**src/rtl/crc_consts.svh**
```systemverilog
`ifndef CRC_CONSTS_SVH
`define CRC_CONSTS_SVH

// Bytes carried by one 128-bit beat
`define CRC_WORD_BYTES 16

// Ethernet CRC-32 generator, normal (MSB first) form
`define CRC_POLY 32'h04C11DB7

// Register value at the start of every frame
`define CRC_INIT 32'hFFFFFFFF

// Cycles from the cycle of a last beat to its result strobe
`define CRC_LATENCY 5

`endif

```
**src/rtl/crc_types_pkg.sv**
```systemverilog
`include "crc_consts.svh"

package crc_types_pkg;

	// One CRC-32 register value
	typedef logic [31:0] crc_t;

	// One beat of frame data
	// Byte 0, first on the wire, sits in the top byte
	typedef logic [`CRC_WORD_BYTES*8-1:0] data_word_t;

	// Valid bytes in a beat, 1 to 16
	typedef logic [4:0] byte_count_t;

	// Bytes left for the final tail step, 0 to 3
	typedef logic [1:0] tail_count_t;

endpackage

```
**src/rtl/crc_stream_pkg.sv**
```systemverilog
package crc_stream_pkg;

	//////////////////////////////////////////////////////////////////////
	// Input side

	// One data beat, no back-pressure
	// len must be 16 unless last is set
	typedef struct packed {
		logic valid;
		logic last;
		crc_types_pkg::byte_count_t len;
		crc_types_pkg::data_word_t data;
	} word_beat_t;

	//////////////////////////////////////////////////////////////////////
	// Output side

	// One-cycle result strobe per frame
	// fcs holds the wire bytes, first byte in bits 31:24
	typedef struct packed {
		logic valid;
		crc_types_pkg::crc_t fcs;
	} crc_result_t;

endpackage

```
**src/rtl/crc32_step_comb.sv**
```systemverilog
`timescale 1ns/100ps
`include "crc_consts.svh"

module crc32_step_comb #(
	parameter int NUM_BYTES = 16
) (
	input  logic [NUM_BYTES*8-1:0] d,
	input  crc_types_pkg::crc_t c,
	output crc_types_pkg::crc_t crc
);

	// Unrolled serial CRC over a fixed number of bytes
	// Byte 0 is in the top bits of d and goes in first
	// Inside a byte the LSB goes in first, as on the wire
	// Register is kept in normal bit order and not complemented
	always_comb begin
		crc_types_pkg::crc_t r;
		logic fb;

		r = c;
		for (int i = 0; i < NUM_BYTES; i++) begin
			for (int k = 0; k < 8; k++) begin
				// Feedback from the register MSB and the data bit
				fb = r[31] ^ d[(NUM_BYTES - 1 - i) * 8 + k];

				// Shift, then fold in the polynomial on feedback
				r = {r[30:0], 1'b0} ^ ({32{fb}} & `CRC_POLY);
			end
		end

		crc = r;
	end

endmodule

```
**src/rtl/crc32_tail_comb.sv**
```systemverilog
`timescale 1ns/100ps
`include "crc_consts.svh"

module crc32_tail_comb (
	input  logic [31:0] d,
	input  crc_types_pkg::tail_count_t len,
	input  crc_types_pkg::crc_t c,
	output crc_types_pkg::crc_t crc
);

	// Variable-length CRC step over the leading bytes of a 32-bit word
	// Only the first len bytes are folded in, so len 0 passes c through
	// Byte 0 sits in d[31:24]
	always_comb begin
		crc_types_pkg::crc_t r;
		logic fb;

		r = c;
		for (int i = 0; i < 4; i++) begin
			for (int k = 0; k < 8; k++) begin
				// LSB of each byte first
				fb = r[31] ^ d[24 - 8 * i + k];

				// Bytes past len leave the register alone
				if (i < int'(len)) begin
					r = {r[30:0], 1'b0} ^ ({32{fb}} & `CRC_POLY);
				end
			end
		end

		crc = r;
	end

endmodule

```
**src/rtl/crc32_x128_pipe.sv**
```systemverilog
`timescale 1ns/100ps
`include "crc_consts.svh"

module crc32_x128_pipe (
	input  logic clk,
	input  logic reset,
	input  crc_stream_pkg::word_beat_t beat,
	output crc_stream_pkg::crc_result_t result
);

	// Control part that every tail stage carries
	// done means crc_out already holds the final register
	typedef struct packed {
		logic valid;
		logic done;
		crc_types_pkg::crc_t crc_out;
	} stage_ctl_t;

	//////////////////////////////////////////////////////////////////////
	// Running CRC over full words

	crc_types_pkg::crc_t crc_run;
	logic first_beat;
	crc_types_pkg::crc_t crc_in;
	crc_types_pkg::crc_t crc_x128;
	logic last_in;

	// A frame's first beat starts over from the init value
	assign crc_in = first_beat ? `CRC_INIT : crc_run;
	assign last_in = beat.valid && beat.last;

	crc32_step_comb #(.NUM_BYTES(`CRC_WORD_BYTES)) step_x128_i (
		.d(beat.data),
		.c(crc_in),
		.crc(crc_x128)
	);

	always_ff @(posedge clk) begin
		if (reset) begin
			crc_run <= `CRC_INIT;
			first_beat <= 1'b1;
		end else if (beat.valid) begin
			crc_run <= crc_x128;
			// Any last beat arms a restart for the next frame
			first_beat <= beat.last;
		end
	end

	//////////////////////////////////////////////////////////////////////
	// Tail pipeline registers

	stage_ctl_t s0_ctl;
	stage_ctl_t s1_ctl;
	stage_ctl_t s2_ctl;
	stage_ctl_t s3_ctl;
	crc_types_pkg::data_word_t s0_data;
	crc_types_pkg::data_word_t s1_data;
	logic [63:0] s2_data;
	logic [31:0] s3_data;
	crc_types_pkg::crc_t s0_crc_in;
	crc_types_pkg::crc_t s1_crc_in;
	crc_types_pkg::crc_t s2_crc_in;
	crc_types_pkg::crc_t s3_crc_in;
	crc_types_pkg::byte_count_t s0_len;
	crc_types_pkg::byte_count_t s1_len;
	logic [2:0] s2_len;
	crc_types_pkg::tail_count_t s3_len;
	crc_types_pkg::crc_t crc_x64;
	crc_types_pkg::crc_t s1_crc_x64;
	crc_types_pkg::crc_t crc_x32;
	crc_types_pkg::crc_t crc_tail;
	logic out_valid;
	crc_types_pkg::crc_t out_crc;
	crc_types_pkg::crc_t out_not;

	// Upper half of the last word, from the CRC before that word
	crc32_step_comb #(.NUM_BYTES(8)) step_x64_i (
		.d(s0_data[127:64]),
		.c(s0_crc_in),
		.crc(crc_x64)
	);

	// Next 4 bytes of whatever stage 2 kept
	crc32_step_comb #(.NUM_BYTES(4)) step_x32_i (
		.d(s2_data[63:32]),
		.c(s2_crc_in),
		.crc(crc_x32)
	);

	// Last 0 to 3 bytes
	crc32_tail_comb tail_i (
		.d(s3_data),
		.len(s3_len),
		.c(s3_crc_in),
		.crc(crc_tail)
	);

	always_ff @(posedge clk) begin
		// Stage 0, only last beats need the tail path
		s0_ctl.valid <= last_in;
		s0_ctl.done <= beat.last && (beat.len == `CRC_WORD_BYTES);
		s0_ctl.crc_out <= crc_x128;
		s0_data <= beat.data;
		s0_crc_in <= crc_in;
		s0_len <= beat.len;

		// Stage 1, register the 64-bit update
		s1_ctl <= s0_ctl;
		s1_data <= s0_data;
		s1_crc_in <= s0_crc_in;
		s1_len <= s0_len;
		s1_crc_x64 <= crc_x64;

		// Stage 2, keep the x64 result when 8 or more bytes remain
		s2_ctl.valid <= s1_ctl.valid;
		s2_len <= s1_len[2:0];
		if (!s1_ctl.done && s1_len == 5'd8) begin
			s2_ctl.done <= 1'b1;
			s2_ctl.crc_out <= s1_crc_x64;
		end else begin
			s2_ctl.done <= s1_ctl.done;
			s2_ctl.crc_out <= s1_ctl.crc_out;
		end
		if (s1_len[3]) begin
			s2_data <= s1_data[63:0];
			s2_crc_in <= s1_crc_x64;
		end else begin
			s2_data <= s1_data[127:64];
			s2_crc_in <= s1_crc_in;
		end

		// Stage 3, same again for 4 bytes
		s3_ctl.valid <= s2_ctl.valid;
		s3_len <= s2_len[1:0];
		if (!s2_ctl.done && s2_len == 3'd4) begin
			s3_ctl.done <= 1'b1;
			s3_ctl.crc_out <= crc_x32;
		end else begin
			s3_ctl.done <= s2_ctl.done;
			s3_ctl.crc_out <= s2_ctl.crc_out;
		end
		if (s2_len[2]) begin
			s3_data <= s2_data[31:0];
			s3_crc_in <= crc_x32;
		end else begin
			s3_data <= s2_data[63:32];
			s3_crc_in <= s2_crc_in;
		end

		// Output stage, byte tail unless already finished
		out_valid <= s3_ctl.valid;
		out_crc <= s3_ctl.done ? s3_ctl.crc_out : crc_tail;

		// Flush every stage
		if (reset) begin
			s0_ctl.valid <= 1'b0;
			s1_ctl.valid <= 1'b0;
			s2_ctl.valid <= 1'b0;
			s3_ctl.valid <= 1'b0;
			out_valid <= 1'b0;
		end
	end

	//////////////////////////////////////////////////////////////////////
	// Result, complemented and bit-reversed per byte into wire order

	assign out_not = ~out_crc;

	always_comb begin
		result.valid = out_valid;
		for (int i = 0; i < 4; i++) begin
			for (int k = 0; k < 8; k++) begin
				result.fcs[i * 8 + k] = out_not[i * 8 + 7 - k];
			end
		end
	end

	//////////////////////////////////////////////////////////////////////
	// Checks

	a_len_range: assert property (@(posedge clk) disable iff (reset)
		beat.valid |-> (beat.len >= 5'd1 && beat.len <= `CRC_WORD_BYTES))
		else $error("beat len out of range");

	a_len_full: assert property (@(posedge clk) disable iff (reset)
		(beat.valid && !beat.last) |-> (beat.len == `CRC_WORD_BYTES))
		else $error("partial beat that is not last");

	// Back-to-back results need back-to-back last beats
	a_result_spacing: assert property (@(posedge clk) disable iff (reset)
		(result.valid && $past(result.valid)) |->
			($past(last_in, `CRC_LATENCY) && $past(last_in, `CRC_LATENCY + 1)))
		else $error("result strobes closer than their last beats");

endmodule

```
**src/rtl/crc_frame_engine.sv**
```systemverilog
`timescale 1ns/100ps

module crc_frame_engine (
	input  logic clk,
	input  logic reset,
	input  crc_stream_pkg::word_beat_t beat,
	output crc_stream_pkg::crc_result_t result
);

	//////////////////////////////////////////////////////////////////////
	// Frame check sequence engine

	// Beats go straight into the pipeline, no buffering
	// One result strobe per frame, fixed latency after the last beat
	// Back-to-back frames share the pipeline without a gap
	crc32_x128_pipe pipe_i (
		.clk(clk),
		.reset(reset),
		.beat(beat),
		.result(result)
	);

endmodule

```
**config.mk**
```make
export PLATFORM = sky130hd
export DESIGN_NAME = crc_frame_engine
export DESIGN_NICKNAME = d
export VERILOG_FILES = /design/src/rtl/crc_types_pkg.sv /design/src/rtl/crc_stream_pkg.sv /design/src/rtl/crc32_step_comb.sv /design/src/rtl/crc32_tail_comb.sv /design/src/rtl/crc32_x128_pipe.sv /design/src/rtl/crc_frame_engine.sv
export VERILOG_INCLUDE_DIRS = /design/src /design/src/rtl
export SDC_FILE = /design/constraint.sdc
export NUM_CORES = 2
export LEC_CHECK = 0
export ABC_CLOCK_PERIOD_IN_PS = 12900
export BUFFER_PORTS_ARGS = -buffer_cell sky130_fd_sc_hd__buf_2
export CAP_MARGIN = 25
export CORE_ASPECT_RATIO = 1.1
export CORE_MARGIN = 2
export CORE_UTILIZATION = 32
export DETAILED_ROUTE_END_ITERATION = 8
export SLEW_MARGIN = 10
export SYNTH_ARGS = -nofsm -noshare
export SYNTH_HDL_FRONTEND = slang
export SYNTH_SLANG_ARGS = --single-unit
```
**constraint.sdc**
```tcl
create_clock -name clk -period 12.9 [get_ports clk]
set_input_delay 3.225 -clock clk [delete_from_list [all_inputs] [get_ports clk]]
set_output_delay 3.225 -clock clk [all_outputs]
set_load 0.005 [all_outputs]
```
# [Yosys cells after proc, flatten, opt, wreduce, memory -nomap -nowiden]
# Cells that the tools add are included.
[classes] n_mul=0 n_reduce_logical=6 bitwise=497 mux=32 n_addsub=0 magnitude_cmp=3 shifts=0 div=0 n_eq_ne=3
[ops] cell="$xor A32 B27 Y32" count=248
[ops] cell="$mux W32" count=31
[ops] cell="$xor A1 B1 Y1" count=248
[ops] cell="$mux W64" count=1
[ops] cell="$not A32 Y32" count=1
[ops] cell="$eq A5 B4 Y1 const B" count=1
[ops] cell="$eq A5 B5 Y1 const B" count=1
[ops] cell="$logic_and A1 B1 Y1" count=4
[ops] cell="$lt A1 B2 Y1 const A" count=2
[ops] cell="$eq A3 B3 Y1 const B" count=1
[ops] cell="$logic_not A1 Y1" count=2
[ops] cell="$lt A2 B2 Y1 const A" count=1
[word_totals] rom_bits=0 latchBits=0 word_cells=570 in_bits=137 output_inout_bits=33 mem_count=0 regBits=729 ramBits=0

# [Logic depth before layout (Yosys ltp)]
[depth] depth_word=257 depth_mapped=35 depth_no_buf=27

# [Modules after synthesis]
# A second synthesis with hierarchy kept.
[unflattened] cells_unflattened=3519 area_unflattened_um2=49249.7
[modules_own_cells] module="crc32_x128_pipe" seq_area_each_um2=14594.0 cells_each=1173 area_each_um2=18745.5 instances=1
[modules_own_cells] module="crc32_step_comb (pipe_i.step_x128_i)" seq_area_each_um2=0.0 cells_each=1063 area_each_um2=15511.1 instances=1
[modules_own_cells] module="crc32_step_comb (pipe_i.step_x64_i)" seq_area_each_um2=0.0 cells_each=522 area_each_um2=7244.4 instances=1
[modules_own_cells] module="crc32_tail_comb" seq_area_each_um2=0.0 cells_each=510 area_each_um2=4375.4 instances=1
[modules_own_cells] module="crc32_step_comb (pipe_i.step_x32_i)" seq_area_each_um2=0.0 cells_each=251 area_each_um2=3373.2 instances=1

# [Worst setup path before layout]
# Ideal clock, no wire load.
[synth_timing] path_kind="input -> register" startpoint="input beat[123] (netlist name)" endpoint="register pipe_i.crc_run[13]" path_buffers=2 setup_ns=0.117 t_required_ns=12.783 slack_ns=-0.351 cell_stages=28 t_arrival_ns=13.135 path_cell_list="buf_2 -> xor2_1 -> xnor2_1 -> xnor3_1 -> xnor2_1 -> xor3_1 -> xnor2_2 -> xnor3_1 -> xor2_1 -> xnor3_2 -> xor2_2 -> xnor3_1 -> xnor3_2 -> xnor3_2 -> xor3_2 -> xnor3_4 -> xnor2_1 -> xnor3_1 -> buf_4 -> xnor2_1 -> xnor3_2 -> xnor3_1 -> xnor3_1 -> xor2_1 -> xor2_4 -> xnor3_1 -> mux2i_1 -> nand2b_1"
[synth_via] elab_chain_len=146 elab_cells_between_ends=236 classes_between="bitwise: 236"
[synth_lines] element="start, declared" line="crc_frame_engine.sv:6" text="input crc_stream_pkg::word_beat_t beat,"
[synth_lines] element="$xor A1 B1 Y1 (*)" line="crc32_step_comb.sv:24" text="fb = r[31] ^ d[(NUM_BYTES - 1 - i) * 8 + k];"
[synth_lines] element="$xor A32 B27 Y32 (*) (6 in a row)" line="crc32_step_comb.sv:27" text="r = {r[30:0], 1'b0} ^ ({32{fb}} & `CRC_POLY);"
[synth_lines] element="$xor A1 B1 Y1 or $xor A32 B27 Y32 (tied branches)" line="crc32_step_comb.sv:24, crc32_step_comb.sv:27"
[synth_lines] element="$xor A32 B27 Y32 (*) (6 in a row)" line="crc32_step_comb.sv:27"
[synth_lines] element="$xor A1 B1 Y1 or $xor A32 B27 Y32 (tied branches)" line="crc32_step_comb.sv:24, crc32_step_comb.sv:27"
[synth_lines] element="$xor A32 B27 Y32 (*) (6 in a row)" line="crc32_step_comb.sv:27"
[synth_lines] element="$xor A1 B1 Y1 or $xor A32 B27 Y32 (tied branches)" line="crc32_step_comb.sv:24, crc32_step_comb.sv:27"
[synth_lines] element="$xor A32 B27 Y32 (*) (6 in a row)" line="crc32_step_comb.sv:27"
[synth_lines] element="[92 not listed]"
[synth_lines] element="$xor A32 B27 Y32 (*) (6 in a row)" line="crc32_step_comb.sv:27"
[synth_lines] element="$xor A1 B1 Y1 or $xor A32 B27 Y32 (tied branches)" line="crc32_step_comb.sv:24, crc32_step_comb.sv:27"
[synth_lines] element="$xor A32 B27 Y32 (*) (6 in a row)" line="crc32_step_comb.sv:27"
[synth_lines] element="$xor A1 B1 Y1 or $xor A32 B27 Y32 (tied branches)" line="crc32_step_comb.sv:24, crc32_step_comb.sv:27"
[synth_lines] element="$xor A32 B27 Y32 (*) (9 in a row)" line="crc32_step_comb.sv:27"
[synth_lines] element="$xor A1 B1 Y1" line="crc32_step_comb.sv:24"
[synth_lines] element="$xor A32 B27 Y32 (*) (2 in a row)" line="crc32_step_comb.sv:27"
[synth_lines] element="named net pipe_i.crc_x128[13]" line="crc32_x128_pipe.sv:25" text="crc_types_pkg::crc_t crc_x128;"
[synth_lines] element="end signal, assigned" line="crc32_x128_pipe.sv:40" text="crc_run <= `CRC_INIT;"
[synth_lines] element="end signal, assigned" line="crc32_x128_pipe.sv:43" text="crc_run <= crc_x128;"
[synth_lines] element="end, declared" line="crc32_x128_pipe.sv:22" text="crc_types_pkg::crc_t crc_run;"
# Mark *: on every way through the listed nets, which the timed path passes. The rest lies on a longest branch.
# A chain may end at the register's enable or synchronous reset.

# [Worst setup path in the final report]
[layout_timing] startpoint="input beat[118] (netlist name)" endpoint="register pipe_i.crc_run[15]"
[layout_via] elab_chain_len=133 elab_cells_between_ends=212 classes_between="bitwise: 212"
[layout_lines] element="$xor A1 B1 Y1 (*)" line="crc32_step_comb.sv:24"
[layout_lines] element="$xor A32 B27 Y32 (*) (6 in a row)" line="crc32_step_comb.sv:27"
[layout_lines] element="$xor A1 B1 Y1" line="crc32_step_comb.sv:24"
[layout_lines] element="$xor A32 B27 Y32 (*) (6 in a row)" line="crc32_step_comb.sv:27"
[layout_lines] element="$xor A1 B1 Y1" line="crc32_step_comb.sv:24"
[layout_lines] element="$xor A32 B27 Y32 (*) (6 in a row)" line="crc32_step_comb.sv:27"
[layout_lines] element="$xor A1 B1 Y1" line="crc32_step_comb.sv:24"
[layout_lines] element="$xor A32 B27 Y32 (*) (6 in a row)" line="crc32_step_comb.sv:27"
[layout_lines] element="[78 not listed]"
[layout_lines] element="$xor A32 B27 Y32 (*) (6 in a row)" line="crc32_step_comb.sv:27"
[layout_lines] element="$xor A1 B1 Y1" line="crc32_step_comb.sv:24"
[layout_lines] element="$xor A32 B27 Y32 (*) (6 in a row)" line="crc32_step_comb.sv:27"
[layout_lines] element="$xor A1 B1 Y1" line="crc32_step_comb.sv:24"
[layout_lines] element="$xor A32 B27 Y32 (*) (6 in a row)" line="crc32_step_comb.sv:27"
[layout_lines] element="$xor A1 B1 Y1" line="crc32_step_comb.sv:24"
[layout_lines] element="$xor A32 B27 Y32 (*) (6 in a row)" line="crc32_step_comb.sv:27"
[layout_lines] element="named net pipe_i.crc_x128[15]" line="crc32_x128_pipe.sv:25"
# Marks and branches as above.

==> results.ini <==
[synth]
synth_edf_count=0
yosys_warnings=0
ys.flop_type=dfxtp_1
avgSynthCellArea_um2=12.1
synth_common_cells=xnor2_1 (1,248), dfxtp_1 (689), xor2_1 (391)
synth_compound_area_share_pct=2.68
yosys.area_share.simple_pct=2.92
synth_nets=3794
synthMuxAreaShare_pct=4.42
synth_top_cells_by_area=dfxtp_1 (31%), xnor2_1 (25%), xnor3_1 (16%)
synth_top_family_by_area=XOR/XNOR gates
yosysTopAreaCellShare_pct=31.1
ys_ff_latch=689
synth-seq-area-share_pct=31.1
synthCells=3657
syn_area_mm2=0.0444
synthDistinctLibCells=45
synth.most_common_cell=xnor2_1
synth_fa_ha_area_share_pct=0
synth_xor_area_share_pct=57.5
synth.largest_area_cell=dfxtp_1
async_flop_share_pct=0

[clock_tree]
cts_buffers=71
htreeDepth=3
cts_root_buf=clkbuf_16
insertion_delay_ns=0.66
tritoncts=done
cts_hold_buf=0
clk_path_buf_depth=3
clk_pin_slew_ns=0.07
cts_sinks=689

[finish]
layout.nets=4621
drive_gt1_share_pct=30.3
fillCellCount=13300
utilization_pct=40.0
area_delta_synth_final_pct=24.3

[sta]
slew_violations=0
setup_viol=0
slew_headroom_pct=29.1
fin_skew_ns=0.0370
fmax_mhz=79.0
fin_crit_ns=12.65
period_share_pct=98.1
worst_slew_pin_slew_ns=1.06
hold_viol=0

[critical_path]
cp_max_fo=4
r2r_slack_ns=1.97
crit_slowest_cell=xnor3_2
start_kind=primary input
worst-setup-path-type=primary input to flip-flop
cp_data_arrival_time_ns=13.17
rr_worst_depth=33
max_stage_delay_ns=0.50
cp-endpoint=pipe_i.crc_run[15]
r2r_start=pipe_i.first_beat
required_ns=13.42
crit_path_start=beat[118]
r2r-end=pipe_i.crc_run[15]
crit_path_end_kind=flip-flop

[global_route]
grt_pass1_wl_um=211000
antenna_found_initial=29
track_usage_pct=20.7
overflow=0
grt_max_degree=89
grt_pass1_vias=29000

[routing]
first_pass_iters=7
drc=0
drtAntennaViolNets=0
vias=27900
drt_iter0_markers=1743
drt-vias-per-instance=4.39
routed_wl_um=149000
wire_per_inst_um=23.5

[floorplan]
num_rows=143
die_x_um=359
core-area_mm2=0.138
ios=170
dieArea_mm2=0.142
start_util_pct=32.2
die_y_um=394

[placed_design]
io_buffer_count=169
dpl.hpwl_um=127000
gp_congestion=0.955

[outcome]
status=finished clean

[flow_run]
cap_violations=0

[hold_path]
hp-class=flip-flop to flip-flop

==> worst min-delay path by stage <==
stage,from,end,slack (ns),cells after the start
finish,pipe_i.s0_data[57],pipe_i.s1_data[57],0.32,0
global placement,pipe_i.s0_ctl[4],pipe_i.s1_ctl[4],0.31,0
floorplan,pipe_i.s0_ctl[0],pipe_i.s1_ctl[0],0.31,0
detailed placement,pipe_i.s0_data[26],pipe_i.s1_data[26],0.31,0
CTS,pipe_i.s0_ctl[21],pipe_i.s1_ctl[21],0.32,0
global route,pipe_i.s0_ctl[21],pipe_i.s1_ctl[21],0.33,0
==> area by class of cell <==
cell class,instances,area [um^2],area share (%)
antenna,2,5.00,0.00908
clock buffer,88,1940,3.52
clock inverter,36,433,0.785
inverter,43,161,0.293
multi-input combinational,2830,30400,55.2
sequential,689,13800,25.0
tap,1812,2270,4.11
timing repair buffer,849,6080,11.0
==> cells in the final DEF (no fill, tap or decap), drive strengths merged, types with 5 or more instances in the layout <==
master and n:
o21ai 69, mux2i 17, a21oi 114, xnor3 335, mux2 155, bufinv 6
xor3 70, a211o 10, inv 55, xor2 421, clkinv 16, nor2 157
buf 846, a211oi 5, dfxtp 689, nor2b 16, xnor2 1318, or2 35
o21bai 14, nand2 67, clkbuf 91, nand2b 9
==> metal layers <==
metal | vias up | global-route usage [%] | wire, um | part of all wire, %
li1 | 13400 | - | - | -
met1 | 13500 | 25.1 | 61500 | 41
met2 | 697 | 36.5 | 73500 | 49
met3 | 238 | 3.39 | 7340 | 4.9
met4 | 34 | 8.55 | 6840 | 4.6
met5 | - | 0 | 184 | 0.12
==> worst max-delay path, delay by kind of cell <==
family / cells / cell delay, ns
XOR/XNOR: 25 / 8.74
AO/OA/AOI/OAI: 1 / 0.30
buffers and inverters: 5 / 0.90
==> flip-flops by register name, summed over array words and instances, names as in the netlist, 34 cells and up <==
register,count
pipe_i.s0_data,120
pipe_i.s1_data,112
pipe_i.s2_data,56
pipe_i.s0_ctl,34
pipe_i.s1_ctl,34
pipe_i.s2_ctl,34
pipe_i.s3_ctl,34
==> cell families after synthesis <==
family / count (synthesis)
buffers and inverters: 138
and+or+nand+nor: 294
xor gates and xnor gates: 2144
DFF: 689
AOI/OAI and AO/OA: 218
muxes: 174
==> repair_timing <==
item                                    in CTS  in global routing
gates cloned                                 0                  0
pin swaps                                    4                 12
endpoints found under the setup margin      30                 57
resized for setup                           16                 44
buffers inserted                             3                 14
==> through the flow <==
stage               hold slack [ns]  cells  setup TNS, ns  area [um^2]  worst slack [ns]
finish                        0.320   6349              0        55100             0.248
global route                  0.327   6347        -0.0683        55100           -0.0485
CTS                           0.323   6331              0        54700            0.0107
detailed placement            0.312   6204         -36.37        52300            -0.940
global placement              0.312   6203         -34.84        52300            -0.904
floorplan                     0.310   3657        -0.0740        44500           -0.0370
Power is not shown: default switching activity piles up to over one toggle a cycle in this logic, so the estimate is an artifact.
